--- src/source/uv_rd_pkg.sv ---
// Chroma RD scoring definitions
`default_nettype none

package uv_rd_pkg;

    // --------------------
    // Geometry
    // --------------------
    localparam int BLOCKS  = 8;
    localparam int BEATS   = 8;
    // Coefficients or samples in one 4x4 block
    localparam int COEFS   = 16;
    // Each lane takes two values of the current block per beat
    localparam int LANES   = COEFS / 2;
    localparam int LEVEL_W = 16;
    localparam int PIXEL_W = 8;

    // --------------------
    // Scalar types
    // --------------------
    typedef logic signed [LEVEL_W-1:0] level_t;
    typedef logic        [PIXEL_W-1:0] pixel_t;
    // DC, TM, V, H
    typedef logic        [1:0]         mode_t;
    typedef logic        [31:0]        energy_t;
    typedef logic        [31:0]        sse_t;
    typedef logic        [15:0]        lambda_t;
    typedef logic        [47:0]        score_t;
    typedef logic [$clog2(BEATS)-1:0]  beat_t;

    // Block k occupies slice k, coefficient j inside it slice j
    typedef logic [BLOCKS*COEFS*LEVEL_W-1:0] uv_levels_t;
    typedef logic [BLOCKS*COEFS*PIXEL_W-1:0] uv_pixels_t;

    // --------------------
    // Bundles
    // --------------------
    typedef struct packed {
        mode_t      mode;
        logic       last;
        uv_levels_t levels;
        uv_pixels_t src;
        uv_pixels_t rec;
    } uv_cand_t;

    typedef struct packed {
        mode_t mode;
        logic  last;
    } uv_tag_t;

    typedef struct packed {
        mode_t  best_mode;
        score_t best_score;
    } uv_result_t;

endpackage

`default_nettype wire

--- src/source/uv_mode_select.sv ---
// RD score and best mode selector
`timescale 1ns/1ns
`default_nettype none

module uv_mode_select (
    input  wire                        clk,
    input  wire                        rst_n,
    input  wire                        issue,
    input  wire uv_rd_pkg::uv_tag_t    issue_tag,
    input  wire                        energy_done,
    input  wire uv_rd_pkg::energy_t    energy,
    input  wire uv_rd_pkg::sse_t       sse,
    input  wire uv_rd_pkg::lambda_t    lambda,
    output logic                       result_valid,
    output uv_rd_pkg::uv_result_t      result
);
    import uv_rd_pkg::*;

    typedef enum logic {
        st_idle,
        st_in_group
    } group_state_t;

    group_state_t state;
    uv_tag_t      tag_mem [2];
    uv_tag_t      head_tag;
    logic         tag_wr;
    logic         tag_rd;
    logic [1:0]   tag_cnt;
    score_t       cand_score;
    logic         take;

    // --------------------
    // Tag FIFO
    // --------------------
    always_ff @(posedge clk) begin
        if (issue) begin
            tag_mem[tag_wr] <= issue_tag;
        end
    end

    always_ff @(posedge clk or negedge rst_n) begin
        if (!rst_n) begin
            tag_wr  <= 1'b0;
            tag_rd  <= 1'b0;
            tag_cnt <= '0;
        end else begin
            if (issue) begin
                tag_wr <= ~tag_wr;
            end
            if (energy_done) begin
                tag_rd <= ~tag_rd;
            end
            if (issue && !energy_done) begin
                tag_cnt <= tag_cnt + 2'd1;
            end else if (energy_done && !issue) begin
                tag_cnt <= tag_cnt - 2'd1;
            end
        end
    end

    assign head_tag = tag_mem[tag_rd];

    // --------------------
    // Score and best mode
    // --------------------
    always_comb begin
        cand_score = score_t'(sse) + score_t'(lambda) * score_t'(energy);
        // Strict compare so ties keep the earlier mode
        take = (state == st_idle) || (cand_score < result.best_score);
    end

    // Running best doubles as the result register
    always_ff @(posedge clk) begin
        if (energy_done && take) begin
            result <= '{best_mode: head_tag.mode, best_score: cand_score};
        end
    end

    always_ff @(posedge clk or negedge rst_n) begin
        if (!rst_n) begin
            state        <= st_idle;
            result_valid <= 1'b0;
        end else begin
            result_valid <= energy_done && head_tag.last;
            if (energy_done) begin
                state <= head_tag.last ? st_idle : st_in_group;
            end
        end
    end

    // At most two candidates between issue and done
    a_tag_no_overflow: assert property (
        @(posedge clk) disable iff (!rst_n)
        (issue && !energy_done) |-> (tag_cnt < 2'd2)
    ) else $error("tag FIFO overflow");

endmodule

`default_nettype wire

--- config.mk ---
export PLATFORM = sky130hd
export DESIGN_NAME = uv_mode_select
export DESIGN_NICKNAME = d
export VERILOG_FILES = /design/src/source/uv_rd_pkg.sv /design/src/source/uv_mode_select.sv
export SDC_FILE = /design/constraint.sdc
export NUM_CORES = 1
export LEC_CHECK = 0
export BUFFER_PORTS_ARGS = -buffer_cell sky130_fd_sc_hd__buf_4
export CAP_MARGIN = 20
export CORE_MARGIN = 4
export CORE_UTILIZATION = 60
export CTS_CLUSTER_SIZE = 30
export DETAILED_ROUTE_END_ITERATION = 10
export PLACE_DENSITY = 0.79
export SYNTH_ARGS = -nofsm -noshare
export SYNTH_HDL_FRONTEND = slang
export SYNTH_SLANG_ARGS = --single-unit
--- constraint.sdc ---
create_clock -name clk -period 11 [get_ports clk]
set_clock_uncertainty 0.2 [all_clocks]
set_input_delay 2.75 -clock clk [delete_from_list [all_inputs] [get_ports clk]]
set_output_delay 2.75 -clock clk [all_outputs]
set_load 0.01 [all_outputs]
# == Yosys cells after proc, flatten, opt, wreduce, memory -nomap -nowiden ==
# Memories as Yosys holds them, arrays and structs flattened.
# Cells that the tools add are included.
# classes
magnitude_cmp,1
n_bitwise,3
add_sub_neg,1
mul,1
n_reduce_logical,3
mux,3
# op_table
operator,n
adder 32 x 48 -> 48 bit,1
less-than comparator 48 bit,1
multiplier 16 x 32 -> 48 bit,1
two-way mux 1 bit,3
inverter 1 bit,3
logical AND 1 bit,2
logical OR 1 bit,1
# totals
word_cells,19
mem_bits_rw,6
memories,1
input_bits,87
regBits,54
out_inout_bits,51
# memory_table
memory,depth,width,rd,rd_clocked_by_memory_dff,write_ports,line_no,text
tag_mem,2,3,1,0,1,uv_mode_select.sv:25,uv_tag_t tag_mem [2];

# == Logic depth before layout (Yosys ltp) ==
# Gate-level depths: netlist of run 1.
# logic_depth
ltp_word,5
depth_mapped,34
ltp_nobuf,33

# == Least setup slack after synthesis of run 1 ==
# No wires, ideal clock.
# synth_timing
path_type,input to register
start,in lambda[7]
end,reg result[0] in the netlist's numbering (enable)
n_path_buf,2
slack_ns,-1.769
setup_ns,0.474
t_arrival_ns,12.094
stages,33
required_time_ns,10.326
path_cell_list,clkbuf_1 > nand2_1 > fa_1 > inv_1 > fa_1 > inv_1 > fa_1 > inv_1 > fa_1 > inv_1 > fa_1 > inv_1 > fa_1 > ha_1 > buf_6 > a21o_1 > a31o_1 > a221oi_4 > nand3_2 > a41oi_2 > o21ai_1 > or3b_1 > a31oi_1 > xnor2_1 > ha_1 > a21o_1 > a21oi_1 > nor2_1 > a211oi_1 > o21ai_0 > o21ai_0 > o2111ai_1 > a21oi_1
# synth_via
elab_chain_cells,5
# synth_lines
element,line_no,text
from (decl),uv_mode_select.sv:13,"input wire uv_rd_pkg::lambda_t lambda,"
multiplier 16 x 32 -> 48 bit,uv_mode_select.sv:68,cand_score = score_t'(sse) + score_t'(lambda) * score_t'(energy);
adder 32 x 48 -> 48 bit,uv_mode_select.sv:68,
net cand_score[34],uv_mode_select.sv:30,score_t cand_score;
less-than comparator 48 bit,uv_mode_select.sv:70,take = (state == st_idle) || (cand_score < result.best_score);
logical OR 1 bit,uv_mode_select.sv:70,
logical AND 1 bit,uv_mode_select.sv:75,if (energy_done && take) begin
to (signal assigned),uv_mode_select.sv:76,"result <= '{best_mode: head_tag.mode, best_score: cand_score};"
to (decl),uv_mode_select.sv:15,output uv_rd_pkg::uv_result_t result
# The timed path passes the listed nets, and every way through them passes these cells.
# A chain may end at the register's enable or synchronous reset.

# == Final worst setup path of run 1 ==
# layout_timing
start,in energy[10]
end,reg result[49] in the netlist's numbering (enable)
# layout_via
elab_chain_cells,5
# layout_lines
element,line_no,text
from (decl),uv_mode_select.sv:11,"input wire uv_rd_pkg::energy_t energy,"
multiplier 16 x 32 -> 48 bit,uv_mode_select.sv:68,
adder 32 x 48 -> 48 bit,uv_mode_select.sv:68,
net cand_score[34],uv_mode_select.sv:30,
less-than comparator 48 bit,uv_mode_select.sv:70,
logical OR 1 bit,uv_mode_select.sv:70,
logical AND 1 bit,uv_mode_select.sv:75,
# The timed path passes the listed nets, and every way through them passes these cells.

==> results.py, run 1 <==
metrics = {
    "run_status": {
        "status": "finished clean",
    },
    "clocking": {
        "root_buffer": "clkbuf_16",
        "hold_buffers": 0,
        "cts.sinks": 60,
        "clockBufferDepth": 2,
        "cts_buffers": 9,
        "clk_pin_slew_ps": 60,
        "clk_latency_ps": 330,
        "htree_levels": 3,
        "cts_tree": "yes",
    },
    "sta": {
        "hold_viol_final": 0,
        "min_period_ps": 10690,
        "slew_viol_final": 0,
        "finalCritPeriodShare_pct": 97.16,
        "maxSlewHeadroom_pct": 67.14,
        "setup_violations": 0,
        "tightestPinTransition_ps": 480.4,
        "fmax_ghz": 0.09357,
    },
    "run": {
        "cap_violations": 0,
    },
    "hold_path": {
        "worstHoldPathType": "register to register",
    },
    "synthesis": {
        "ys_ff_latch": 60,
        "synth_nets": 3005,
        "ys_warn_count": 0,
        "synth_area_per_cell_um2": 8.851,
        "synth-edff-count": 56,
        "syn-cell-area_um2": 20350,
        "ys_types": 57,
        "synth_cells": 2299,
        "ys.flop_type": "edfxtp_1",
        "seq_area_frac_synth_pct": 8.756,
        "async_flop_share_pct": 6.667,
    },
    "critical_path": {
        "worstSetupPathType": "input port to register",
        "cp.buffers_inverters": 8,
        "crit_top_cell": "fa_1",
        "crit_family": "adder cells",
        "start_kind": "input port",
        "endpoint_kind": "register",
        "cp_max_fo": 13,
        "crit_arrival_ps": 10530,
        "worst_path_max_delay_cell": "fa_1",
        "crit_path_max_incr_delay_ps": 540,
        "required_ps": 10840,
    },
    "floorplan": {
        "placementRows": 67,
        "dieHeight_um": 192.2,
        "start_util_pct": 60.69,
        "io_pins": 138,
        "die_w_um": 192.2,
        "core_area_um2": 33530,
        "die_area_um2": 36930,
    },
    "drt": {
        "drt_pre_antenna_iters": 5,
        "wl_per_cell_um": 17.94,
        "ant_nets": 0,
        "dr.first_iter.drc_count": 796,
        "wl_um": 51360,
        "dr_total_vias": 15570,
        "via_per_inst": 5.437,
        "drc": 0,
    },
    "cells_and_area": {
        "antenna_cells": 0,
        "drive_above_1_share_pct": 9.855,
        "fin_area_um2": 22580,
        "areaGrowthSynthToFinish_pct": 10.98,
        "finalNetCount": 3116,
    },
    "global_route": {
        "grt_overflow_total": 0,
        "grtUsageTotal_pct": 29.08,
        "grt_pass1_wl_um": 84340,
        "grt_pass1_vias": 17120,
        "grt_max_degree": 33,
        "antenna_found_initial": 0,
    },
    "placement": {
        "io_buffers": 137,
        "gp_congestion": 0.9311,
        "place_area_um2": 22060,
        "hpwl_um": 42560,
    },
}
-- worst paths after layout --
path                            cells past startpoint       start  slack (ps)          to
min in group asynchronous                           1       rst_n        2000      tag_wr
max in group asynchronous                           1       rst_n        8500      tag_rd
worst max-delay path                               34  energy[10]         310  result[49]
worst min-delay path                                1      tag_wr         300      tag_wr
worst max register to register                     13   result[5]        7680  result[49]
worst min register to register                      1      tag_wr         300      tag_wr
-- metrics by stage --
stage	hold WS [ps]	cells	setup TNS, ps	util (%)	worst slack [ps]
global placement	268.9	2840	-6225	65.80	-129.1
global route	353.6	2863	-1819	67.35	-52.07
detailed placement	296.1	2840	-14450	65.80	-293.3
finish	301.9	2863	0	67.35	312.3
CTS	304.5	2856	0	66.77	11.66
floorplan	255.5	2299	0	-	9.122
-- cell usage in the layout, fill, tap and decap left out, types with 4 or more instances in the layout --
| cell type | n |
|---|---|
| inv_1 | 643 |
| o21a_1 | 4 |
| xor2_1 | 16 |
| nand4_1 | 13 |
| nand2b_1 | 6 |
| and2_1 | 192 |
| clkbuf_16 | 11 |
| ha_1 | 168 |
| nand3_1 | 18 |
| a211oi_1 | 4 |
| buf_4 | 181 |
| dfrtp_1 | 4 |
| nand2_1 | 372 |
| buf_12 | 8 |
| edfxtp_1 | 56 |
| o21ai_0 | 27 |
| a21oi_1 | 65 |
| nor2b_1 | 7 |
| xnor2_1 | 28 |
| a31oi_1 | 5 |
| nor2_1 | 28 |
| o21ai_1 | 5 |
| o211ai_1 | 5 |
| o21bai_1 | 7 |
| a31oi_2 | 4 |
| a21o_1 | 29 |
| fa_1 | 450 |
-- kinds of logic after synthesis --
family / Yosys count / synth area share, %
flops: 60 / 8.756
mux: 4 / 0.2152
simple gates: 652 / 15.01
xor+xnor: 45 / 1.937
buf+inv: 736 / 13.63
fa+ha+maj: 619 / 54.66
compound gates: 183 / 5.792
-- worst reg2reg max path, stage by stage (launching register included) --
cell and delay [ps]:
edfxtp_1 340, inv_1 50, ha_1 310, a21o_1 170, a21o_1 170, a21o_1 160
a21oi_1 150, nor2_1 50, a2111oi_0 450, o21ai_0 220, a31o_2 300, a21oi_4 140
buf_4 140, clkbuf_16 170
-- registers in the layout, summed over array words and instances (netlist names) --
| signal | count |
|---|---|
| result | 50 |
| tag_mem | 6 |
| result_valid | 1 |
| state | 1 |
| tag_rd | 1 |
| tag_wr | 1 |
-- metal layers --
metal / vias up / wire length (um) / global-route usage, % / share of wire, %
li1: 6947 / - / - / -
met1: 7860 / 18990 / 35.53 / 37
met2: 594 / 26400 / 51.49 / 51
met3: 166 / 3364 / 4.289 / 6.6
met4: 0 / 2606 / 12.42 / 5.1
met5: - / 0 / 0 / 0
-- repair_timing --
action | CTS | global route
endpoints found under the hold margin | 0 | 0
setup buffers | 0 | 5
gates resized for setup | 0 | 24
setup endpoints to repair | 0 | 50
-- final cells by class --
class	instances	area [um^2]
Clock inverter	7	98.84
Sequential cell	60	1782
Fill cell	2683	10950
Timing Repair Buffer	193	1592
Clock buffer	9	225.2
Tap cell	448	560.5
Inverter	643	2414
Multi-Input combinational cell	1503	15910
-- synthesized netlist by cell type, types with 5 or more instances --
cell      instances  area share, %
inv_1           643             12
fa_1            450             44
nand2_1         372            6.9
and2_1          192            5.9
ha_1            169             10
clkbuf_1         90            1.7
a21oi_1          68            1.7
edfxtp_1         56            8.3
o21ai_0          31           0.76
nor2_1           30           0.55
a21o_1           29            1.1
xnor2_1          29            1.2
nand3_1          18           0.44
xor2_1           16           0.69
nand4_1          13           0.40
a31oi_1           9           0.28
nor2b_1           7           0.22
o21bai_1          7           0.26
nand2b_1          6           0.18
a211oi_1          5           0.18
o211ai_1          5           0.18
Power of run 1 is left out: the tool's default activity adds up to more than one toggle a clock period on the data nets, which glitch-free logic cannot reach.
==> run 2, diff against run 1 <==
- CORE_MARGIN: 4 -> 8
==> results.py, run 2 (same netlist as run 1, synthesis figures left out) <==
metrics = {
    "floorplan": {
        "dieHeight_um": 200.2,
        "io_pins": 138,
        "start_util_pct": 60.84,
        "placementRows": 67,
        "core_area_um2": 33450,
        "die_area_um2": 40060,
        "die_w_um": 200.2,
    },
    "global_route": {
        "grt_overflow_total": 0,
        "antenna_found_initial": 0,
        "grt_max_degree": 33,
        "grt_pass1_wl_um": 87970,
        "grtUsageTotal_pct": 27.07,
        "grt_pass1_vias": 17800,
    },
    "cells_and_area": {
        "fin_util_pct": 68.40,
        "areaGrowthSynthToFinish_pct": 12.43,
        "largest_register_ffs": 50,
        "drive_above_1_share_pct": 11.27,
        "top_regs": "result: 50 flops, tag_mem: 6 flops",
        "finalNetCount": 3142,
        "largest_register": "result",
        "final_common_cell": "inv_1",
        "layout_common_cells": "643 x inv_1, 449 x fa_1, 372 x nand2_1, 203 x buf_4, 192 x and2_1",
    },
    "sta": {
        "min_period_ps": 10720,
        "tightestPinTransition_ps": 547.0,
        "finalCritPeriodShare_pct": 97.44,
        "slew_viol_final": 0,
        "setup_violations": 0,
        "hold_viol_final": 0,
        "maxSlewHeadroom_pct": 62.59,
        "fmax_ghz": 0.09330,
    },
    "critical_path": {
        "worstSetupPathType": "input port to register",
        "crit_top_cell": "fa_1",
        "crit_arrival_ps": 10610,
        "crit_family": "adder cells",
        "cp_max_fo": 14,
        "required_ps": 10890,
        "endpoint_kind": "register",
        "worst_path_max_delay_cell": "fa_1",
        "crit_path_max_incr_delay_ps": 580,
        "start_kind": "input port",
        "cp.buffers_inverters": 9,
    },
    "clocking": {
        "clockBufferDepth": 2,
        "cts_buffers": 9,
        "root_buffer": "clkbuf_16",
        "cts_tree": "yes",
        "clk_pin_slew_ps": 50,
        "cts.sinks": 60,
        "htree_levels": 3,
        "clk_latency_ps": 340,
    },
    "placement": {
        "hpwl_um": 44060,
        "io_buffers": 137,
        "gp_congestion": 0.9319,
    },
    "drt": {
        "wl_per_cell_um": 18.49,
        "dr.first_iter.drc_count": 927,
        "dr_total_vias": 15840,
        "wl_um": 53450,
        "drt_pre_antenna_iters": 7,
        "via_per_inst": 5.481,
        "drc": 0,
        "ant_nets": 0,
    },
    "run": {
        "cap_violations": 0,
    },
    "hold_path": {
        "worstHoldPathType": "register to register",
    },
    "run_status": {
        "status": "finished clean",
    },
}
==> run 2: worst paths after layout <==
| kind | endpoint | slack [ps] | startpoint | cells past startpoint |
|---|---|---|---|---|
| setup / recovery | result[22] | 280 | lambda[7] | 33 |
| hold / removal | tag_wr | 310 | tag_wr | 1 |
| setup reg to reg | result[22] | 7650 | result[5] | 13 |
| hold reg to reg | tag_wr | 310 | tag_wr | 1 |
| max in group asynchronous | result_valid | 8490 | rst_n | 1 |
| min in group asynchronous | tag_wr | 2000 | rst_n | 1 |
==> run 2: final cells by class <==
type                            instances  area (um^2)
Multi-Input combinational cell       1503        15970
Fill cell                            2612        10570
Inverter                              643         2414
Timing Repair Buffer                  219         1802
Sequential cell                        60         1782
Tap cell                              448        560.5
Clock buffer                           10        239.0
Clock inverter                          6        111.4
Antenna cell                            1        2.502
==> run 2: timing repair <==
action                                  CTS  global route
hold buffers                              0             0
setup buffers                             0             4
resized for setup                         0            41
endpoints found under the setup margin    0            50
==> run 2: through the flow <==
step,instances,setup TNS (ps),worst slack (ps),hold WS (ps),cell area [um^2]
2_1_floorplan,2299,0,9.122,255.5,20380
3_3_place_gp,2867,-4084,-84.86,268.3,22240
3_5_place_dp,2867,-10360,-212.2,285.3,22240
4_1_cts,2883,0,108.5,296.4,22590
5_1_grt,2889,-397.2,-19.12,330.9,22880
6_report,2890,0,281.7,307.3,22880
==> run 2: routing by layer <==
| metal | track usage, % | vias up | part of all wire (%) |
|---|---|---|---|
| li1 | - | 6999 | - |
| met1 | 31.54 | 7966 | 36 |
| met5 | 0 | - | 0 |
| met4 | 13.64 | 0 | 5.5 |
| met2 | 47.76 | 689 | 51 |
| met3 | 4.486 | 187 | 7.3 |
Power of run 2 is left out for the same reason.
==> run 3, diff against run 2 <==
- MAX_ROUTING_LAYER: not set -> met4
==> results.py, run 3 (same netlist as run 1, synthesis figures left out) <==
metrics = {
    "drt": {
        "ant_nets": 0,
        "wl_per_cell_um": 18.22,
        "drt_pre_antenna_iters": 6,
        "via_per_inst": 5.445,
        "wl_um": 52530,
        "dr_total_vias": 15700,
        "dr.first_iter.drc_count": 691,
        "drc": 0,
    },
    "global_route": {
        "antenna_found_initial": 0,
        "grt_max_degree": 33,
        "grt_pass1_vias": 17360,
        "use_met3_pct": 4.196,
        "grtUsageMet2_pct": 45.93,
        "grtUsageTotal_pct": 27.26,
        "grt_overflow_total": 0,
        "met1_usage_pct": 30.93,
        "grt_pass1_wl_um": 85770,
        "grt.busiest_layer": "met2",
    },
    "clocking": {
        "root_buffer": "clkbuf_16",
        "clk_latency_ps": 330,
        "cts_buffers": 9,
        "htree_levels": 3,
        "clk_pin_slew_ps": 50,
        "cts_tree": "yes",
        "clockBufferDepth": 2,
        "hold_buffers": 0,
        "cts.sinks": 60,
        "cts_setup_buffers": 0,
    },
    "floorplan": {
        "placementRows": 67,
        "start_util_pct": 60.84,
        "dieHeight_um": 200.2,
        "die_w_um": 200.2,
        "core_area_um2": 33450,
        "die_area_um2": 40060,
        "io_pins": 138,
    },
    "cells_and_area": {
        "fin_util_pct": 67.63,
        "top_regs": "result: 50 flops, tag_mem: 6 flops",
        "final_common_cell": "inv_1",
        "areaGrowthSynthToFinish_pct": 11.16,
        "fill_cells": 2636,
        "fin_area_um2": 22620,
        "largest_register": "result",
        "antenna_cells": 0,
        "largest_register_ffs": 50,
        "layout_common_cells": "643 x inv_1, 450 x fa_1, 372 x nand2_1, 202 x buf_4, 192 x and2_1",
        "finalNetCount": 3136,
        "seqCellArea_um2": 1782,
        "fin_cells": 2883,
        "multi_input_comb_area_um2": 15870,
        "drive_above_1_share_pct": 10.27,
    },
    "sta": {
        "hold_viol_final": 0,
        "rsz0062_at_grt": "false",
        "finalCritPeriodShare_pct": 96.76,
        "fmax_ghz": 0.09395,
        "maxSlewHeadroom_pct": 66.57,
        "min_period_ps": 10640,
        "tightestPinTransition_ps": 495.0,
        "setup_violations": 0,
        "slew_viol_final": 0,
    },
    "placement": {
        "io_buffers": 137,
        "place_inst": 2867,
        "gp_congestion": 0.9350,
        "place_area_um2": 22270,
        "hpwl_um": 43690,
    },
    "critical_path": {
        "worstSetupPathType": "input port to register",
        "worst_path_max_delay_cell": "fa_1",
        "endpoint_kind": "register",
        "crit_family": "adder cells",
        "start_kind": "input port",
        "crit_arrival_ps": 10520,
        "cp_max_fo": 26,
        "required_ps": 10880,
        "crit_path_max_incr_delay_ps": 580,
        "cp.buffers_inverters": 9,
        "crit_top_cell": "fa_1",
    },
    "run_status": {
        "status": "finished clean",
    },
    "hold_path": {
        "worstHoldPathType": "register to register",
    },
    "run": {
        "cap_violations": 0,
    },
}
[run 3: cell type report]
type / count / share of cell area, %
Timing Repair Buffer: 213 / 7.578
Multi-Input combinational cell: 1503 / 70.14
Inverter: 643 / 10.67
Sequential cell: 60 / 7.877
Clock buffer: 10 / 1.012
Clock inverter: 6 / 0.2434
Tap cell: 448 / 2.478
[run 3: worst reg2reg max path: stages, from the launching register on]
cell,delay (ps)
edfxtp_1,390
inv_1,80
ha_1,240
a21o_1,160
a21o_1,170
a21o_1,160
a21oi_1,140
nor2_1,50
a2111oi_0,380
o21ai_0,160
a31o_2,290
a21oi_4,200
buf_12,220
[run 3: metal layers]
layer | up-vias | part of all wire (%) | wire length, um
met5 | - | 0 | 0
met3 | 197 | 6.9 | 3645
met2 | 660 | 51 | 26590
met1 | 7858 | 36 | 18960
li1 | 6983 | - | -
met4 | 0 | 6.3 | 3330
[run 3: per-stage QoR]
step	setup TNS [ps]	hold slack [ps]	setup slack [ps]
floorplan	0	255.5	9.122
global placement	-6991	269.3	-143.9
detailed placement	-12500	278.5	-253.9
CTS	0	289.1	53.09
global route	0	310.9	12.73
finish	0	282.7	356.0
[run 3: worst paths after layout]
kind / startpoint / to / slack [ps] / depth (start not counted)
max: lambda[1] / result[12] / 360 / 33
min: tag_wr / tag_wr / 280 / 1
max reg2reg: result[5] / result[12] / 7840 / 12
min reg2reg: tag_wr / tag_wr / 280 / 1
max in group asynchronous: rst_n / tag_rd / 8480 / 1
min in group asynchronous: rst_n / tag_wr / 2010 / 1
[run 3: timing repair]
action / in CTS / in global routing
setup endpoints to repair: 0 / 50
resized for setup: 0 / 16
endpoints found under the hold margin: 0 / 0
Power of run 3 is left out for the same reason.
